--- src/design/gem_bridge_pkg.sv ---
package gem_bridge_pkg;

    // bus widths
    localparam int DATA_W = 32;
    localparam int ADDR_W = 13;

    // two 4 KiB pages, selected by the top address bit
    localparam int PAGE_BIT = 12;
    localparam int BEAT_BYTES = DATA_W / 8;
    localparam logic DATA_PAGE = 1'b0;
    localparam logic CONTROL_PAGE = 1'b1;

    // completion register at the start of the control page
    localparam logic [PAGE_BIT-1:0] DMA_DONE_OFFSET = 12'h000;
    localparam logic [DATA_W-1:0] DMA_DONE_MASK = 32'h0000_0001;

    // shared by the beat FIFO and the joiner flag buffer
    localparam int FIFO_DEPTH = 4;

    // AXI encodings
    localparam logic [1:0] BRESP_OKAY = 2'b00;
    localparam logic [1:0] BURST_INCR = 2'b01;
    localparam logic [2:0] SIZE_FULL = 3'($clog2(BEAT_BYTES));

    typedef logic [DATA_W-1:0] data_word_t;
    typedef logic [PAGE_BIT-1:0] page_addr_t;
    typedef logic [0:0] axi_id_t;
    typedef logic [$clog2(FIFO_DEPTH)-1:0] fifo_ptr_t;
    typedef logic [$clog2(FIFO_DEPTH+1)-1:0] fifo_count_t;

    typedef struct packed {
        axi_id_t id;
        logic [ADDR_W-1:0] addr;
        logic [7:0] len;
        logic [2:0] size;
        logic [1:0] burst;
    } aw_req_t;

    typedef struct packed {
        data_word_t data;
        logic last;
    } w_beat_t;

    typedef struct packed {
        axi_id_t id;
        logic [1:0] resp;
    } b_resp_t;

    // one accepted data-page beat, at_base set when its offset is zero
    typedef struct packed {
        logic valid;
        logic at_base;
    } beat_event_t;

    typedef enum logic [1:0] {
        IDLE,
        DATA,
        RESP
    } slave_state_t;

endpackage

--- src/design/axi_write_slave.sv ---
`timescale 1ns/1ps

module axi_write_slave (
    input  logic                         clk,
    input  logic                         reset,
    input  gem_bridge_pkg::aw_req_t      i_aw,
    input  logic                         i_aw_valid,
    output logic                         o_aw_ready,
    input  gem_bridge_pkg::w_beat_t      i_w,
    input  logic                         i_w_valid,
    output logic                         o_w_ready,
    output gem_bridge_pkg::b_resp_t      o_b,
    output logic                         o_b_valid,
    input  logic                         i_b_ready,
    input  logic                         i_fifo_full,
    output gem_bridge_pkg::data_word_t   o_push_data,
    output logic                         o_push,
    output gem_bridge_pkg::beat_event_t  o_beat,
    output logic                         o_dma_done
);

    gem_bridge_pkg::slave_state_t r_state;

    // latched from the AW request
    gem_bridge_pkg::axi_id_t r_id;
    logic r_page;
    logic [7:0] r_len;

    // offset of the next W beat inside its page
    gem_bridge_pkg::page_addr_t r_offset;
    logic [8:0] r_beat_cnt;

    logic aw_fire;
    logic w_fire;
    logic data_beat;

    assign o_aw_ready = (r_state == gem_bridge_pkg::IDLE);
    assign aw_fire = i_aw_valid && o_aw_ready;

    // control beats never stall, data beats wait for FIFO room
    assign o_w_ready = (r_state == gem_bridge_pkg::DATA) &&
                       (r_page == gem_bridge_pkg::CONTROL_PAGE || !i_fifo_full);
    assign w_fire = i_w_valid && o_w_ready;
    assign data_beat = w_fire && (r_page == gem_bridge_pkg::DATA_PAGE);

    assign o_push = data_beat;
    assign o_push_data = i_w.data;

    assign o_b_valid = (r_state == gem_bridge_pkg::RESP);
    assign o_b.id = r_id;
    assign o_b.resp = gem_bridge_pkg::BRESP_OKAY;

    always_ff @(posedge clk) begin
        if (reset) begin
            r_state <= gem_bridge_pkg::IDLE;
            r_beat_cnt <= '0;
        end else begin
            case (r_state)
                gem_bridge_pkg::IDLE: begin
                    if (aw_fire) begin
                        r_state <= gem_bridge_pkg::DATA;
                        r_beat_cnt <= '0;
                    end
                end
                gem_bridge_pkg::DATA: begin
                    if (w_fire) begin
                        r_beat_cnt <= r_beat_cnt + 1'b1;
                        if (i_w.last) begin
                            r_state <= gem_bridge_pkg::RESP;
                        end
                    end
                end
                gem_bridge_pkg::RESP: begin
                    if (i_b_ready) begin
                        r_state <= gem_bridge_pkg::IDLE;
                    end
                end
                default: r_state <= gem_bridge_pkg::IDLE;
            endcase
        end
    end

    always_ff @(posedge clk) begin
        if (aw_fire) begin
            r_id <= i_aw.id;
            r_page <= i_aw.addr[gem_bridge_pkg::PAGE_BIT];
            r_offset <= i_aw.addr[gem_bridge_pkg::PAGE_BIT-1:0];
            r_len <= i_aw.len;
        end else if (w_fire) begin
            // INCR burst, one full word per beat
            r_offset <= r_offset + gem_bridge_pkg::page_addr_t'(gem_bridge_pkg::BEAT_BYTES);
        end
    end

    // beat events and the completion pulse lag the W handshake by one cycle
    always_ff @(posedge clk) begin
        if (reset) begin
            o_beat <= '0;
            o_dma_done <= 1'b0;
        end else begin
            o_beat.valid <= data_beat;
            o_beat.at_base <= (r_offset == '0);
            o_dma_done <= w_fire &&
                          r_page == gem_bridge_pkg::CONTROL_PAGE &&
                          r_offset == gem_bridge_pkg::DMA_DONE_OFFSET &&
                          |(i_w.data & gem_bridge_pkg::DMA_DONE_MASK);
        end
    end

    a_aw_size: assert property (@(posedge clk) disable iff (reset)
        aw_fire |-> (i_aw.size == gem_bridge_pkg::SIZE_FULL));

    a_aw_burst: assert property (@(posedge clk) disable iff (reset)
        aw_fire |-> (i_aw.burst == gem_bridge_pkg::BURST_INCR));

    // master must close the burst with wlast by beat len+1
    a_beat_count: assert property (@(posedge clk) disable iff (reset)
        w_fire |-> (r_beat_cnt <= {1'b0, r_len}));

endmodule

--- src/design/beat_fifo.sv ---
`timescale 1ns/1ps

module beat_fifo (
    input  logic                        clk,
    input  logic                        reset,
    input  logic                        i_push,
    input  gem_bridge_pkg::data_word_t  i_data,
    input  logic                        i_pop,
    output gem_bridge_pkg::data_word_t  o_data,
    output logic                        o_empty,
    output logic                        o_full
);

    gem_bridge_pkg::data_word_t mem [gem_bridge_pkg::FIFO_DEPTH];

    gem_bridge_pkg::fifo_ptr_t r_wr_ptr;
    gem_bridge_pkg::fifo_ptr_t r_rd_ptr;
    gem_bridge_pkg::fifo_count_t r_count;

    // head word is visible without a pop
    assign o_data = mem[r_rd_ptr];
    assign o_empty = (r_count == '0);
    assign o_full = (r_count == gem_bridge_pkg::fifo_count_t'(gem_bridge_pkg::FIFO_DEPTH));

    always_ff @(posedge clk) begin
        if (i_push) begin
            mem[r_wr_ptr] <= i_data;
        end
    end

    // pointers wrap naturally, depth is a power of two
    always_ff @(posedge clk) begin
        if (reset) begin
            r_wr_ptr <= '0;
            r_rd_ptr <= '0;
            r_count <= '0;
        end else begin
            if (i_push) begin
                r_wr_ptr <= r_wr_ptr + 1'b1;
            end
            if (i_pop) begin
                r_rd_ptr <= r_rd_ptr + 1'b1;
            end
            case ({i_push, i_pop})
                2'b10: r_count <= r_count + 1'b1;
                2'b01: r_count <= r_count - 1'b1;
                default: r_count <= r_count;
            endcase
        end
    end

    a_no_overflow: assert property (@(posedge clk) disable iff (reset)
        o_full |-> !i_push);

    a_no_underflow: assert property (@(posedge clk) disable iff (reset)
        o_empty |-> !i_pop);

endmodule

--- src/design/last_flag_tracker.sv ---
`timescale 1ns/1ps

module last_flag_tracker (
    input  logic                         clk,
    input  logic                         reset,
    input  gem_bridge_pkg::beat_event_t  i_beat,
    input  logic                         i_dma_done,
    output logic                         o_flag,
    output logic                         o_flag_valid
);

    // one data beat whose last flag is still unknown
    logic r_pending;

    always_ff @(posedge clk) begin
        if (reset) begin
            r_pending <= 1'b0;
            o_flag_valid <= 1'b0;
        end else begin
            o_flag_valid <= 1'b0;
            if (i_beat.valid) begin
                // new beat resolves the previous one
                o_flag_valid <= r_pending;
                r_pending <= 1'b1;
            end else if (i_dma_done && r_pending) begin
                o_flag_valid <= 1'b1;
                r_pending <= 1'b0;
            end
        end
    end

    // a beat landing on the page base starts a new packet
    always_ff @(posedge clk) begin
        if (i_beat.valid) begin
            o_flag <= i_beat.at_base;
        end else if (i_dma_done) begin
            o_flag <= 1'b1;
        end
    end

    // both come from W handshakes, at most one per cycle
    a_one_source: assert property (@(posedge clk) disable iff (reset)
        !(i_beat.valid && i_dma_done));

endmodule

--- src/design/stream_joiner.sv ---
`timescale 1ns/1ps

module stream_joiner (
    input  logic                        clk,
    input  logic                        reset,
    input  logic                        i_flag,
    input  logic                        i_flag_valid,
    input  gem_bridge_pkg::data_word_t  i_fifo_data,
    input  logic                        i_fifo_empty,
    output logic                        o_fifo_pop,
    output gem_bridge_pkg::data_word_t  o_tdata,
    output logic                        o_tlast,
    output logic                        o_tvalid,
    input  logic                        i_tready
);

    // flag buffer, head at bit 0
    logic [gem_bridge_pkg::FIFO_DEPTH-1:0] r_flags;
    gem_bridge_pkg::fifo_count_t r_count;
    gem_bridge_pkg::fifo_ptr_t wr_idx;

    logic pop;
    logic flags_full;

    // a beat goes out only once both its word and its flag are here
    assign o_tvalid = !i_fifo_empty && (r_count != '0);
    assign o_tdata = i_fifo_data;
    assign o_tlast = r_flags[0];

    assign pop = o_tvalid && i_tready;
    assign o_fifo_pop = pop;

    assign flags_full =
        (r_count == gem_bridge_pkg::fifo_count_t'(gem_bridge_pkg::FIFO_DEPTH));

    // the slot for an incoming flag moves down when the head leaves
    always_comb begin
        if (pop) begin
            wr_idx = gem_bridge_pkg::fifo_ptr_t'(r_count - 1'b1);
        end else begin
            wr_idx = gem_bridge_pkg::fifo_ptr_t'(r_count);
        end
    end

    always_ff @(posedge clk) begin
        if (pop) begin
            r_flags <= r_flags >> 1;
        end
        if (i_flag_valid) begin
            r_flags[wr_idx] <= i_flag;
        end
    end

    always_ff @(posedge clk) begin
        if (reset) begin
            r_count <= '0;
        end else begin
            case ({i_flag_valid, pop})
                2'b10: r_count <= r_count + 1'b1;
                2'b01: r_count <= r_count - 1'b1;
                default: r_count <= r_count;
            endcase
        end
    end

    // each flag belongs to a word already held in the beat FIFO
    a_flag_room: assert property (@(posedge clk) disable iff (reset)
        flags_full |-> !i_flag_valid);

endmodule

--- src/design/gem_stream_bridge.sv ---
`timescale 1ns/1ps

module gem_stream_bridge (
    input  logic                        clk,
    input  logic                        reset,
    input  gem_bridge_pkg::aw_req_t     i_aw,
    input  logic                        i_aw_valid,
    output logic                        o_aw_ready,
    input  gem_bridge_pkg::w_beat_t     i_w,
    input  logic                        i_w_valid,
    output logic                        o_w_ready,
    output gem_bridge_pkg::b_resp_t     o_b,
    output logic                        o_b_valid,
    input  logic                        i_b_ready,
    output gem_bridge_pkg::data_word_t  o_tdata,
    output logic                        o_tlast,
    output logic                        o_tvalid,
    input  logic                        i_tready
);

    // data side
    gem_bridge_pkg::data_word_t push_data;
    logic push;
    logic fifo_full;
    logic fifo_empty;
    gem_bridge_pkg::data_word_t fifo_data;
    logic fifo_pop;

    // flag side
    gem_bridge_pkg::beat_event_t beat;
    logic dma_done;
    logic flag;
    logic flag_valid;

    axi_write_slave u_slave (
        .clk         (clk),
        .reset       (reset),
        .i_aw        (i_aw),
        .i_aw_valid  (i_aw_valid),
        .o_aw_ready  (o_aw_ready),
        .i_w         (i_w),
        .i_w_valid   (i_w_valid),
        .o_w_ready   (o_w_ready),
        .o_b         (o_b),
        .o_b_valid   (o_b_valid),
        .i_b_ready   (i_b_ready),
        .i_fifo_full (fifo_full),
        .o_push_data (push_data),
        .o_push      (push),
        .o_beat      (beat),
        .o_dma_done  (dma_done)
    );

    beat_fifo u_fifo (
        .clk     (clk),
        .reset   (reset),
        .i_push  (push),
        .i_data  (push_data),
        .i_pop   (fifo_pop),
        .o_data  (fifo_data),
        .o_empty (fifo_empty),
        .o_full  (fifo_full)
    );

    last_flag_tracker u_tracker (
        .clk          (clk),
        .reset        (reset),
        .i_beat       (beat),
        .i_dma_done   (dma_done),
        .o_flag       (flag),
        .o_flag_valid (flag_valid)
    );

    stream_joiner u_joiner (
        .clk          (clk),
        .reset        (reset),
        .i_flag       (flag),
        .i_flag_valid (flag_valid),
        .i_fifo_data  (fifo_data),
        .i_fifo_empty (fifo_empty),
        .o_fifo_pop   (fifo_pop),
        .o_tdata      (o_tdata),
        .o_tlast      (o_tlast),
        .o_tvalid     (o_tvalid),
        .i_tready     (i_tready)
    );

endmodule

--- config.mk ---
export PLATFORM = sky130hd
export DESIGN_NAME = gem_stream_bridge
export DESIGN_NICKNAME = d
export VERILOG_FILES = /design/src/design/gem_bridge_pkg.sv /design/src/design/axi_write_slave.sv /design/src/design/beat_fifo.sv /design/src/design/last_flag_tracker.sv /design/src/design/stream_joiner.sv /design/src/design/gem_stream_bridge.sv
export SDC_FILE = /design/constraint.sdc
export NUM_CORES = 1
export LEC_CHECK = 0
export ABC_AREA = 1
export BUFFER_PORTS_ARGS = -buffer_cell sky130_fd_sc_hd__buf_2
export CELL_PAD_IN_SITES_DETAIL_PLACEMENT = 0
export CELL_PAD_IN_SITES_GLOBAL_PLACEMENT = 2
export CORE_UTILIZATION = 30
export CTS_CLUSTER_SIZE = 30
export DETAILED_ROUTE_END_ITERATION = 8
export HOLD_SLACK_MARGIN = 0.02
export PLACE_DENSITY = 0.66
export SETUP_SLACK_MARGIN = 0.5
export SKIP_LAST_GASP = 1
export SLEW_MARGIN = 10
export SYNTH_ARGS = -nofsm -noshare
export SYNTH_HDL_FRONTEND = slang
export SYNTH_SLANG_ARGS = --single-unit
--- constraint.sdc ---
create_clock -name clk -period 3.8 [get_ports clk]
set_input_delay 0.19 -clock clk [delete_from_list [all_inputs] [get_ports clk]]
set_output_delay 0.19 -clock clk [all_outputs]
set_load 0.005 [all_outputs]
Yosys cells after proc, flatten, opt, wreduce, memory -nomap -nowiden
Memory sizes are Yosys's and may differ from the RTL's. A register that Yosys moved wholly into a read port is not among the register bits.
Index checks and enable logic that the tools add are counted.
Storage, ports and cells
  output and inout port bits: 40
  bits in read-only memories: 0
  bits in latches: 0
  word-level logic and storage cells: 86
  input bits: 66
  memories: 1
  register bits: 36
  bits in writable memories: 128
Cells by class
  shift operators: 0
  add/subtract/negate cells: 7
  multiplexer cells: 25
  bitwise operators: 1
  equal/unequal tests: 11
  divide/modulo/power cells: 0
  reduce and logical (&&, ||, !) cells: 24
  multiply operators: 0
  $lt $le $gt $ge: 2
Memory list
  u_fifo.mem: words 4, width 32, rd ports 1, clocked after memory_dff 1, wr ports 1, line beat_fifo.sv:14  | gem_bridge_pkg::data_word_t mem [gem_bridge_pkg::FIFO_DEPTH];
Operators by type and width (number)
  2-to-1 mux 12 bit: 2
  2-to-1 mux 2 bit: 7
  adder 12 x 3 -> 12 bit, second input constant: 1
  logical NOT 12 bit: 1
  one-hot mux 3 bit (2 select lines): 2
  logical AND 1 bit: 11
  nonzero test 2 bit: 5
  2-to-1 mux 1 bit: 9
  2-to-1 mux 4 bit: 2
  adder 3 x 1 -> 3 bit, second input constant: 2
  == test 2 x 1 -> 1 bit, second input constant: 3
  == test 2 bit, second input constant: 3
  one-hot mux 2 bit (3 select lines): 1
  subtractor 3 x 1 -> 3 bit, second input constant: 2
  adder 2 x 1 -> 2 bit, second input constant: 2
  bitwise mux 4 bit: 1
  != test 2 x 1 -> 1 bit, second input constant: 2
  != test 2 bit, second input constant: 2
  AND reduction 4 bit: 1
  == test 3 bit, second input constant: 1
  logical NOT 3 bit: 1
  < comparator 2 x 3 -> 1 bit, second input constant: 1
  nonzero test 3 bit: 1
  demux 1 bit (select 2 bit): 1
  5 further kinds: 6

Longest topological paths before layout
Gate-level depths: netlist of the first run.
  depth after elaboration: 11
  mapped depth: 13
  gate-level depth less buffers: 13

By module
From an unflattened synthesis of the first run, not the netlist that was laid out.
Second synthesis, totals
  cells, all modules: 643
  area, all modules: 7369.6 µm²
By module, submodules not included
  beat_fifo: times used 1, seq. area each 4023.9 µm², cells each 367, area each 5221.3 µm²
  axi_write_slave: times used 1, seq. area each 520.5 µm², cells each 161, area each 1302.5 µm²
  stream_joiner: times used 1, seq. area each 140.1 µm², cells each 101, area each 728.2 µm²
  last_flag_tracker: times used 1, seq. area each 70.1 µm², cells each 14, area each 117.6 µm²

Least setup slack after synthesis of the first run
Ideal clock, no wire load.
  path type: reg-to-reg
  start point: register u_slave.r_state[0]
  end point: memory u_fifo.mem[0][0] in the netlist's numbering (enable)
  slack: 1.231 ns
  data required time: 3.379 ns
  buffers on the path: 0
  data arrival time: 2.148 ns
  stages on the path, launching flop included: 5
  clock period less this slack: 2.569 ns
  library setup time: 0.421 ns
  cells stage by stage: dfxtp_1 inv_1 nor2_1 nand4_2 nor2_1
Between the ends
  longest elaborated chain between the ends: 6
RTL lines
  from (decl): line axi_write_slave.sv:22  | gem_bridge_pkg::slave_state_t r_state;
  from (signal assigned): line axi_write_slave.sv:55  | r_state <= gem_bridge_pkg::IDLE;
  from (signal assigned): line axi_write_slave.sv:61  | r_state <= gem_bridge_pkg::DATA;
  from (signal assigned): line axi_write_slave.sv:69  | r_state <= gem_bridge_pkg::RESP;
  == test 2 x 1 -> 1 bit: line axi_write_slave.sv:41  | assign o_w_ready = (r_state == gem_bridge_pkg::DATA) &&
  logical AND 1 bit: line axi_write_slave.sv:41
  logical AND 1 bit: line axi_write_slave.sv:43  | assign w_fire = i_w_valid && o_w_ready;
  logical AND 1 bit: line axi_write_slave.sv:44  | assign data_beat = w_fire && (r_page == gem_bridge_pkg::DATA_PAGE);
  2-to-1 mux 1 bit: line beat_fifo.sv:26  | if (i_push) begin
  2-to-1 mux 1 bit (implied by the code): line beat_fifo.sv:27  | mem[r_wr_ptr] <= i_data;
  to (decl): line beat_fifo.sv:14
Every way passes these cells.

Worst setup path in the final report of the first run
  start point: register u_joiner.r_count[0]
  end point: register u_fifo.r_count[2]
Between the ends
  longest elaborated chain between the ends: 5
  elaborated cells on any way between the ends: 7
  those cells by class: 2 x eq/ne; 1 x mux; 4 x reduce/logical
RTL lines
  from (decl): line stream_joiner.sv:19  | gem_bridge_pkg::fifo_count_t r_count;
  from (signal assigned): line stream_joiner.sv:59  | 2'b10: r_count <= r_count + 1'b1;
  from (signal assigned): line stream_joiner.sv:60  | 2'b01: r_count <= r_count - 1'b1;
  from (signal assigned): line stream_joiner.sv:61  | default: r_count <= r_count;
  nonzero test 3 bit (*): line stream_joiner.sv:26  | assign o_tvalid = !i_fifo_empty && (r_count != '0);
  logical AND 1 bit (*): line stream_joiner.sv:26
  logical AND 1 bit (*): line stream_joiner.sv:30  | assign pop = o_tvalid && i_tready;
  named net fifo_pop: line gem_stream_bridge.sv:27  | logic fifo_pop;
  == test 2 x 1 -> 1 bit / == test 2 bit (equally long branches): line beat_fifo.sv:44  | case ({i_push, i_pop})
  one-hot mux 3 bit (2 select lines) / nonzero test 2 bit (equally long branches)
  to (signal assigned): line beat_fifo.sv:45  | 2'b10: r_count <= r_count + 1'b1;
  to (signal assigned): line beat_fifo.sv:46  | 2'b01: r_count <= r_count - 1'b1;
  to (signal assigned): line beat_fifo.sv:47  | default: r_count <= r_count;
  to (decl): line beat_fifo.sv:18  | gem_bridge_pkg::fifo_count_t r_count;
The timed path passes the listed nets; every way through them passes the cells marked *.
A chain may end at the register's enable or synchronous reset.

==> impl_metrics.toml, run 1 <==
[grt]
grt_start_max_net_pins = 65
antenna_found_initial = 0
grt_overflow = 0
grt_pass1_wl_mm = 22.83
grt_usage_pct = 13.52
grt_pass1_vias = 4469

[synthesis]
synth_top_area_share_pct = 64.21
avgSynthCellArea_um2 = 11.94
ys_ff_latch = 166
ys_seq_area_share_pct = 71.09
synthTopCellsByArea = "edfxtp_1 (64%), dfxtp_1 (6.9%), o21ai_0 (6.0%)"
yosys_warnings = 0
synthCells = 560
synth_area_mm2 = 0.006688
synth_largest_area_cell = "edfxtp_1"
synth.distinct_cells = 32

[clock_tree]
ctsLongestPathBuffers = 2
numCtsBuffers = 17
cts_root_buf = "clkbuf_16"
clkTransAtPathRegs_ns = 0.07
cts_tree = "done"
cts-resized-gates = 0
htree_num_levels = 4
cts_num_sinks = 166
clk_latency_ns = 0.42

[run_status]
status = "finished, final reports clean"

[die]
dieArea_mm2 = 0.02289
boundaryPins = 106
start_util_pct = 30.64
die_y_um = 151.3
row_count = 54
die_x_um = 151.3
core_mm2 = 0.02182

[route]
routed_via_density = 4.605
remaining_drc_errors = 0
ant_nets = 0
drt-initial-drc-count = 188
routedWlPerCell_um = 15.20
first_pass_iters = 4
drt-total-wl_mm = 14.87
vias = 4504

[worst_setup_path]
worstPathRequired_ns = 4.11
arrival_ns = 2.96
path_class = "reg2reg"
startpoint_type = "register"
cp_max_fo = 10
setup.worst_path.end_class = "register"

[cells_and_area]
area_growth_pct = 25.26
layout_commonest_cell = "edfxtp_1"
num_antenna_cells = 0
final_area_mm2 = 0.008377
drive_gt1_share_pct = 20.34
mostFrequentLayoutCells = "edfxtp_1 (143), buf_2 (90), nor2_1 (80), o21ai_0 (80), nand2_1 (55)"
layout.nets = 763

[sta]
fin_crit_ns = 2.645
slew_headroom_pct = 21.36
maxSlewViolCount = 0
fin_skew_ns = 0.007905
tns_ns = 0
hold_violations = 0
max_freq_ghz = 0.3781
worst_pin_slew_ns = 1.178
period_share_pct = 69.61
setup_viol = 0
rsz0062_at_grt = "false"

[flow_run]
maxCapViolCount = 0

[placed_design]
place_area_mm2 = 0.007452
port_buffers = 90
gp_congestion = 0.7097
dpl.hpwl_mm = 9.035

[power_and_ir_drop]
p_per_area_mw_per_mm2 = 464.4
leakage_nw = 3.143
peakVddDrop_v = 0.0002721

[worst_hold_path]
min_path_type = "in2reg"
[path summary, 6_finish.rpt]
check | start | cells after the start | slack (ns) | endpoint
setup / recovery | u_joiner.r_count[0]$_SDFFE_PP0P_ | 13 | 1.15 | u_fifo.r_count[2]$_SDFFE_PP0P_
hold / removal | i_aw[16] | 3 | 0.04 | u_slave.r_offset[3]$_DFFE_PN_
setup reg to reg | u_joiner.r_count[0]$_SDFFE_PP0P_ | 13 | 1.15 | u_fifo.r_count[2]$_SDFFE_PP0P_
hold reg to reg | u_fifo.r_rd_ptr[1]$_SDFFE_PP0P_ | 1 | 0.44 | u_fifo.r_rd_ptr[1]$_SDFFE_PP0P_
[power by group]
group,internal [mW],switching (mW),total (mW)
registers,2.02,0.0231,2.04
logic,0.0818,0.102,0.184
clock network,0.877,0.786,1.66
[flip-flops by register name, indices dropped and copies added (netlist names), 2 cells and up, named ones only]
register	flops
u_fifo.mem	128
u_slave.r_offset	12
u_joiner.r_flags	4
u_fifo.r_count	3
u_joiner.r_count	3
u_fifo.r_rd_ptr	2
u_fifo.r_wr_ptr	2
u_slave.o_beat	2
u_slave.r_state	2
[metrics by stage]
step                      util (%)  instances  power [mW]  worst slack [ns]  hold WS, ns
after floorplan                  -        561       2.160             1.231       0.2889
after global placement       34.15        911       2.236             1.142       0.3700
after detailed placement     34.15        911       2.242             1.168       0.3692
after CTS                    38.38        978       3.941             1.161      0.02253
after global routing         38.38        978       4.037            0.9233      0.03618
final                        38.38        978       3.890             1.155      0.03848
[routing by layer]
layer | vias up | global-route usage, % | routed length [um]
li1 | 2246 | - | -
met1 | 2150 | 16.10 | 6540
met2 | 98 | 23.42 | 7385
met3 | 10 | 3.735 | 784
met4 | 0 | 4.350 | 154
met5 | - | 0 | 0
[cell type report]
cell class                      instances  area [um2]
Multi-Input combinational cell        327        1693
Tap cell                              280       350.3
Clock buffer                           17       425.4
Fill cell                            2098       13450
Sequential cell                       166        4756
Inverter                               42       157.7
Clock inverter                         15       148.9
Timing Repair Buffer                  131       845.8
[critical path: stages (launching register included)]
cell and delay (ns):
dfxtp_1 0.38, inv_1 0.11, ha_1 0.21, ha_1 0.19, inv_1 0.16, nand3_4 0.15
inv_1 0.22, ha_1 0.19, inv_1 0.07, fa_1 0.38, a21oi_1 0.14, o21ai_0 0.11
o21ai_0 0.16, a21oi_1 0.05
[cells by family after synthesis]
family          share of synthesized area (%)
compound gates                          10.85
xor+xnor                               0.5239
flops                                   71.09
other cells                           0.05607
buf+inv                                 4.097
simple gates                            11.02
fa+ha+maj                               2.357
[synth_stat cells (all sizes together)]
library cell / n
nand4: 9
edfxtp: 143
nand2: 56
xor2: 3
o22ai: 33
conb: 1
ha: 11
and2: 1
clkbuf: 17
a21oi: 18
dfxtp: 23
xnor2: 1
o21ai: 83
or2: 2
o21bai: 1
nor2: 86
a31oi: 1
fa: 1
buf: 9
nand3: 14
inv: 42
nor4: 2
nor3: 3
[repair_timing]
action / 4_1_cts / 5_1_grt
hold buffers: 35 / 0
setup endpoints to repair: 0 / 0
buffers inserted: 0 / 0
endpoints found under the hold margin: 128 / 0
Power figures use the tool's default switching activity.
==> run 2, diff against run 1 <==
Settings changed: PLACE_DENSITY 0.66 to 0.68.
Clock period 3.8 ns to 2.3 ns, I/O delays scaled along.
==> impl_metrics.toml, run 2 (same netlist as run 1, synthesis figures left out) <==
[route]
routedWlPerCell_um = 15.43
drt-initial-drc-count = 241
ant_nets = 0
drt-total-wl_mm = 15.71
remaining_drc_errors = 0
first_pass_iters = 4
vias = 4719
routed_via_density = 4.636

[die]
dieArea_mm2 = 0.02289
start_util_pct = 30.64
boundaryPins = 106
row_count = 54
die_y_um = 151.3
core_mm2 = 0.02182
die_x_um = 151.3

[clock_tree]
numCtsBuffers = 17
htree_num_levels = 4
cts_tree = "done"
cts_root_buf = "clkbuf_16"
clkTransAtPathRegs_ns = 0.07
ctsLongestPathBuffers = 2
cts_num_sinks = 166
clk_latency_ns = 0.42

[power_and_ir_drop]
p_per_area_mw_per_mm2 = 756.7
clock_power_share_pct = 45.9
pwr-share-comb_pct = 4.9
leakage_nw = 3.444
internal_power_mw = 5.453
peakVddDrop_v = 0.0004724
switching_share_pct = 20.57
p_seq_share_pct = 49.2
p_sw_mw = 1.412

[sta]
fin_skew_ns = 0.007370
fin_ws_ns = 0.3818
period_share_pct = 83.40
maxSlewViolCount = 0
hold_violations = 0
max_freq_ghz = 0.5213
setup_viol = 0
fin_crit_ns = 1.918
tns_ns = 0
rsz0062_at_grt = "true"

[worst_setup_path]
cp_cell_sequence = "inv_4, ha_4, ha_4, inv_4, nand3_4, inv_4, ha_4, inv_4, fa_2, a21oi_2, o21ai_2, o21ai_1, a21oi_1"
cp_max_fo = 4
crit_top_cell = "inv_4"
setup.worst_path.end_class = "register"
slowest_delay_ns = 0.35
startpoint_type = "register"
critPathBufInv = 4
critical_path.top_delay_family = "adder cells"
worstPathRequired_ns = 2.61
arrival_ns = 2.23
cp_slowest_cell = "dfxtp_2"
path_class = "reg2reg"

[cells_and_area]
multi_input_area_mm2 = 0.001758
largest_reg_flops = 128
layout_commonest_cell = "edfxtp_1"
mostFrequentLayoutCells = "edfxtp_1 (143), buf_2 (90), nor2_1 (79)"
ff_latch_area_mm2 = 0.004761
drive_gt1_share_pct = 24.93
largestRegisters = "u_fifo.mem (128), u_slave.r_offset (12), u_joiner.r_flags (4)"
regMostFlops = "u_fifo.mem"
nFillCells = 2085
num_antenna_cells = 0
layout.nets = 803
final_util_pct = 41.57
area_growth_pct = 35.66

[placed_design]
gp_congestion = 0.7556
port_buffers = 90
place_ws_ns = 0.2234
dpl.hpwl_mm = 8.934

[flow_run]
maxCapViolCount = 0

[grt]
grt_overflow = 0
antenna_found_initial = 0
grt_pass1_wl_mm = 23.46
grt_usage_pct = 13.86
grt_pass1_vias = 4739
grt_start_max_net_pins = 65

[run_status]
status = "finished, final reports clean"

[worst_hold_path]
min_path_type = "in2reg"
run 2: final cells by class:
cell class / count / share of cell area [%]
clock inverters: 15 / 2.579
flip-flops and latches: 166 / 52.48
multi-input cells: 327 / 19.38
repair inverters: 1 / 0.09654
inverters: 42 / 2.027
well taps: 280 / 3.862
clock buffers: 17 / 4.689
repair buffers: 170 / 14.89
run 2: tightest hold or removal path: cells and delay by family:
family / cells / cell delay, ns
AO/OA/AOI/OAI: 1 / 0.10
buffers and inverters: 1 / 0.09
AND/OR/NAND/NOR: 1 / 0.05
run 2: metal layers:
| metal | global-route usage, % | wire [um] |
|---|---|---|
| met4 | 4.600 | 229 |
| met3 | 3.614 | 695 |
| met1 | 15.69 | 7106 |
| met2 | 25.09 | 7675 |
| met5 | 0 | 0 |
run 2: path summary, 6_finish.rpt:
check / from / to / slack (ns) / depth (start not counted)
setup reg to reg: u_joiner.r_count[0]$_SDFFE_PP0P_ / u_fifo.r_count[2]$_SDFFE_PP0P_ / 0.38 / 13
hold / removal: i_aw[22] / u_slave.r_offset[9]$_DFFE_PN_ / 0.05 / 3
hold reg to reg: u_fifo.r_rd_ptr[1]$_SDFFE_PP0P_ / u_fifo.r_rd_ptr[1]$_SDFFE_PP0P_ / 0.45 / 1
setup / recovery: u_joiner.r_count[0]$_SDFFE_PP0P_ / u_fifo.r_count[2]$_SDFFE_PP0P_ / 0.38 / 13
run 2: power by group through the flow:
stage | logic [mW] | clock network, mW | registers (mW)
floorplan | 0.137 | 0 | 3.43
global placement | 0.259 | 0 | 3.44
detailed placement | 0.267 | 0 | 3.44
CTS | 0.336 | 3.22 | 3.38
global route | 0.379 | 3.36 | 3.38
finish | 0.335 | 3.15 | 3.38
run 2: stage by stage:
step	hold WS, ns	total power, mW	instances	cell area, um2
2_1_floorplan	0.2139	3.570	561	6710
3_3_place_gp	0.2951	3.698	919	7571
3_5_place_dp	0.2942	3.709	919	7571
4_1_cts	0.02097	6.937	1008	8899
5_1_grt	0.04594	7.120	1018	9072
6_report	0.05407	6.865	1018	9072
run 2: what timing repair did:
action,CTS,global route
resized for setup,20,19
endpoints found under the setup margin,37,127
endpoints found under the hold margin,145,0
cloned,1,3
pin swaps,5,6
setup buffers,7,7
hold buffers,49,0
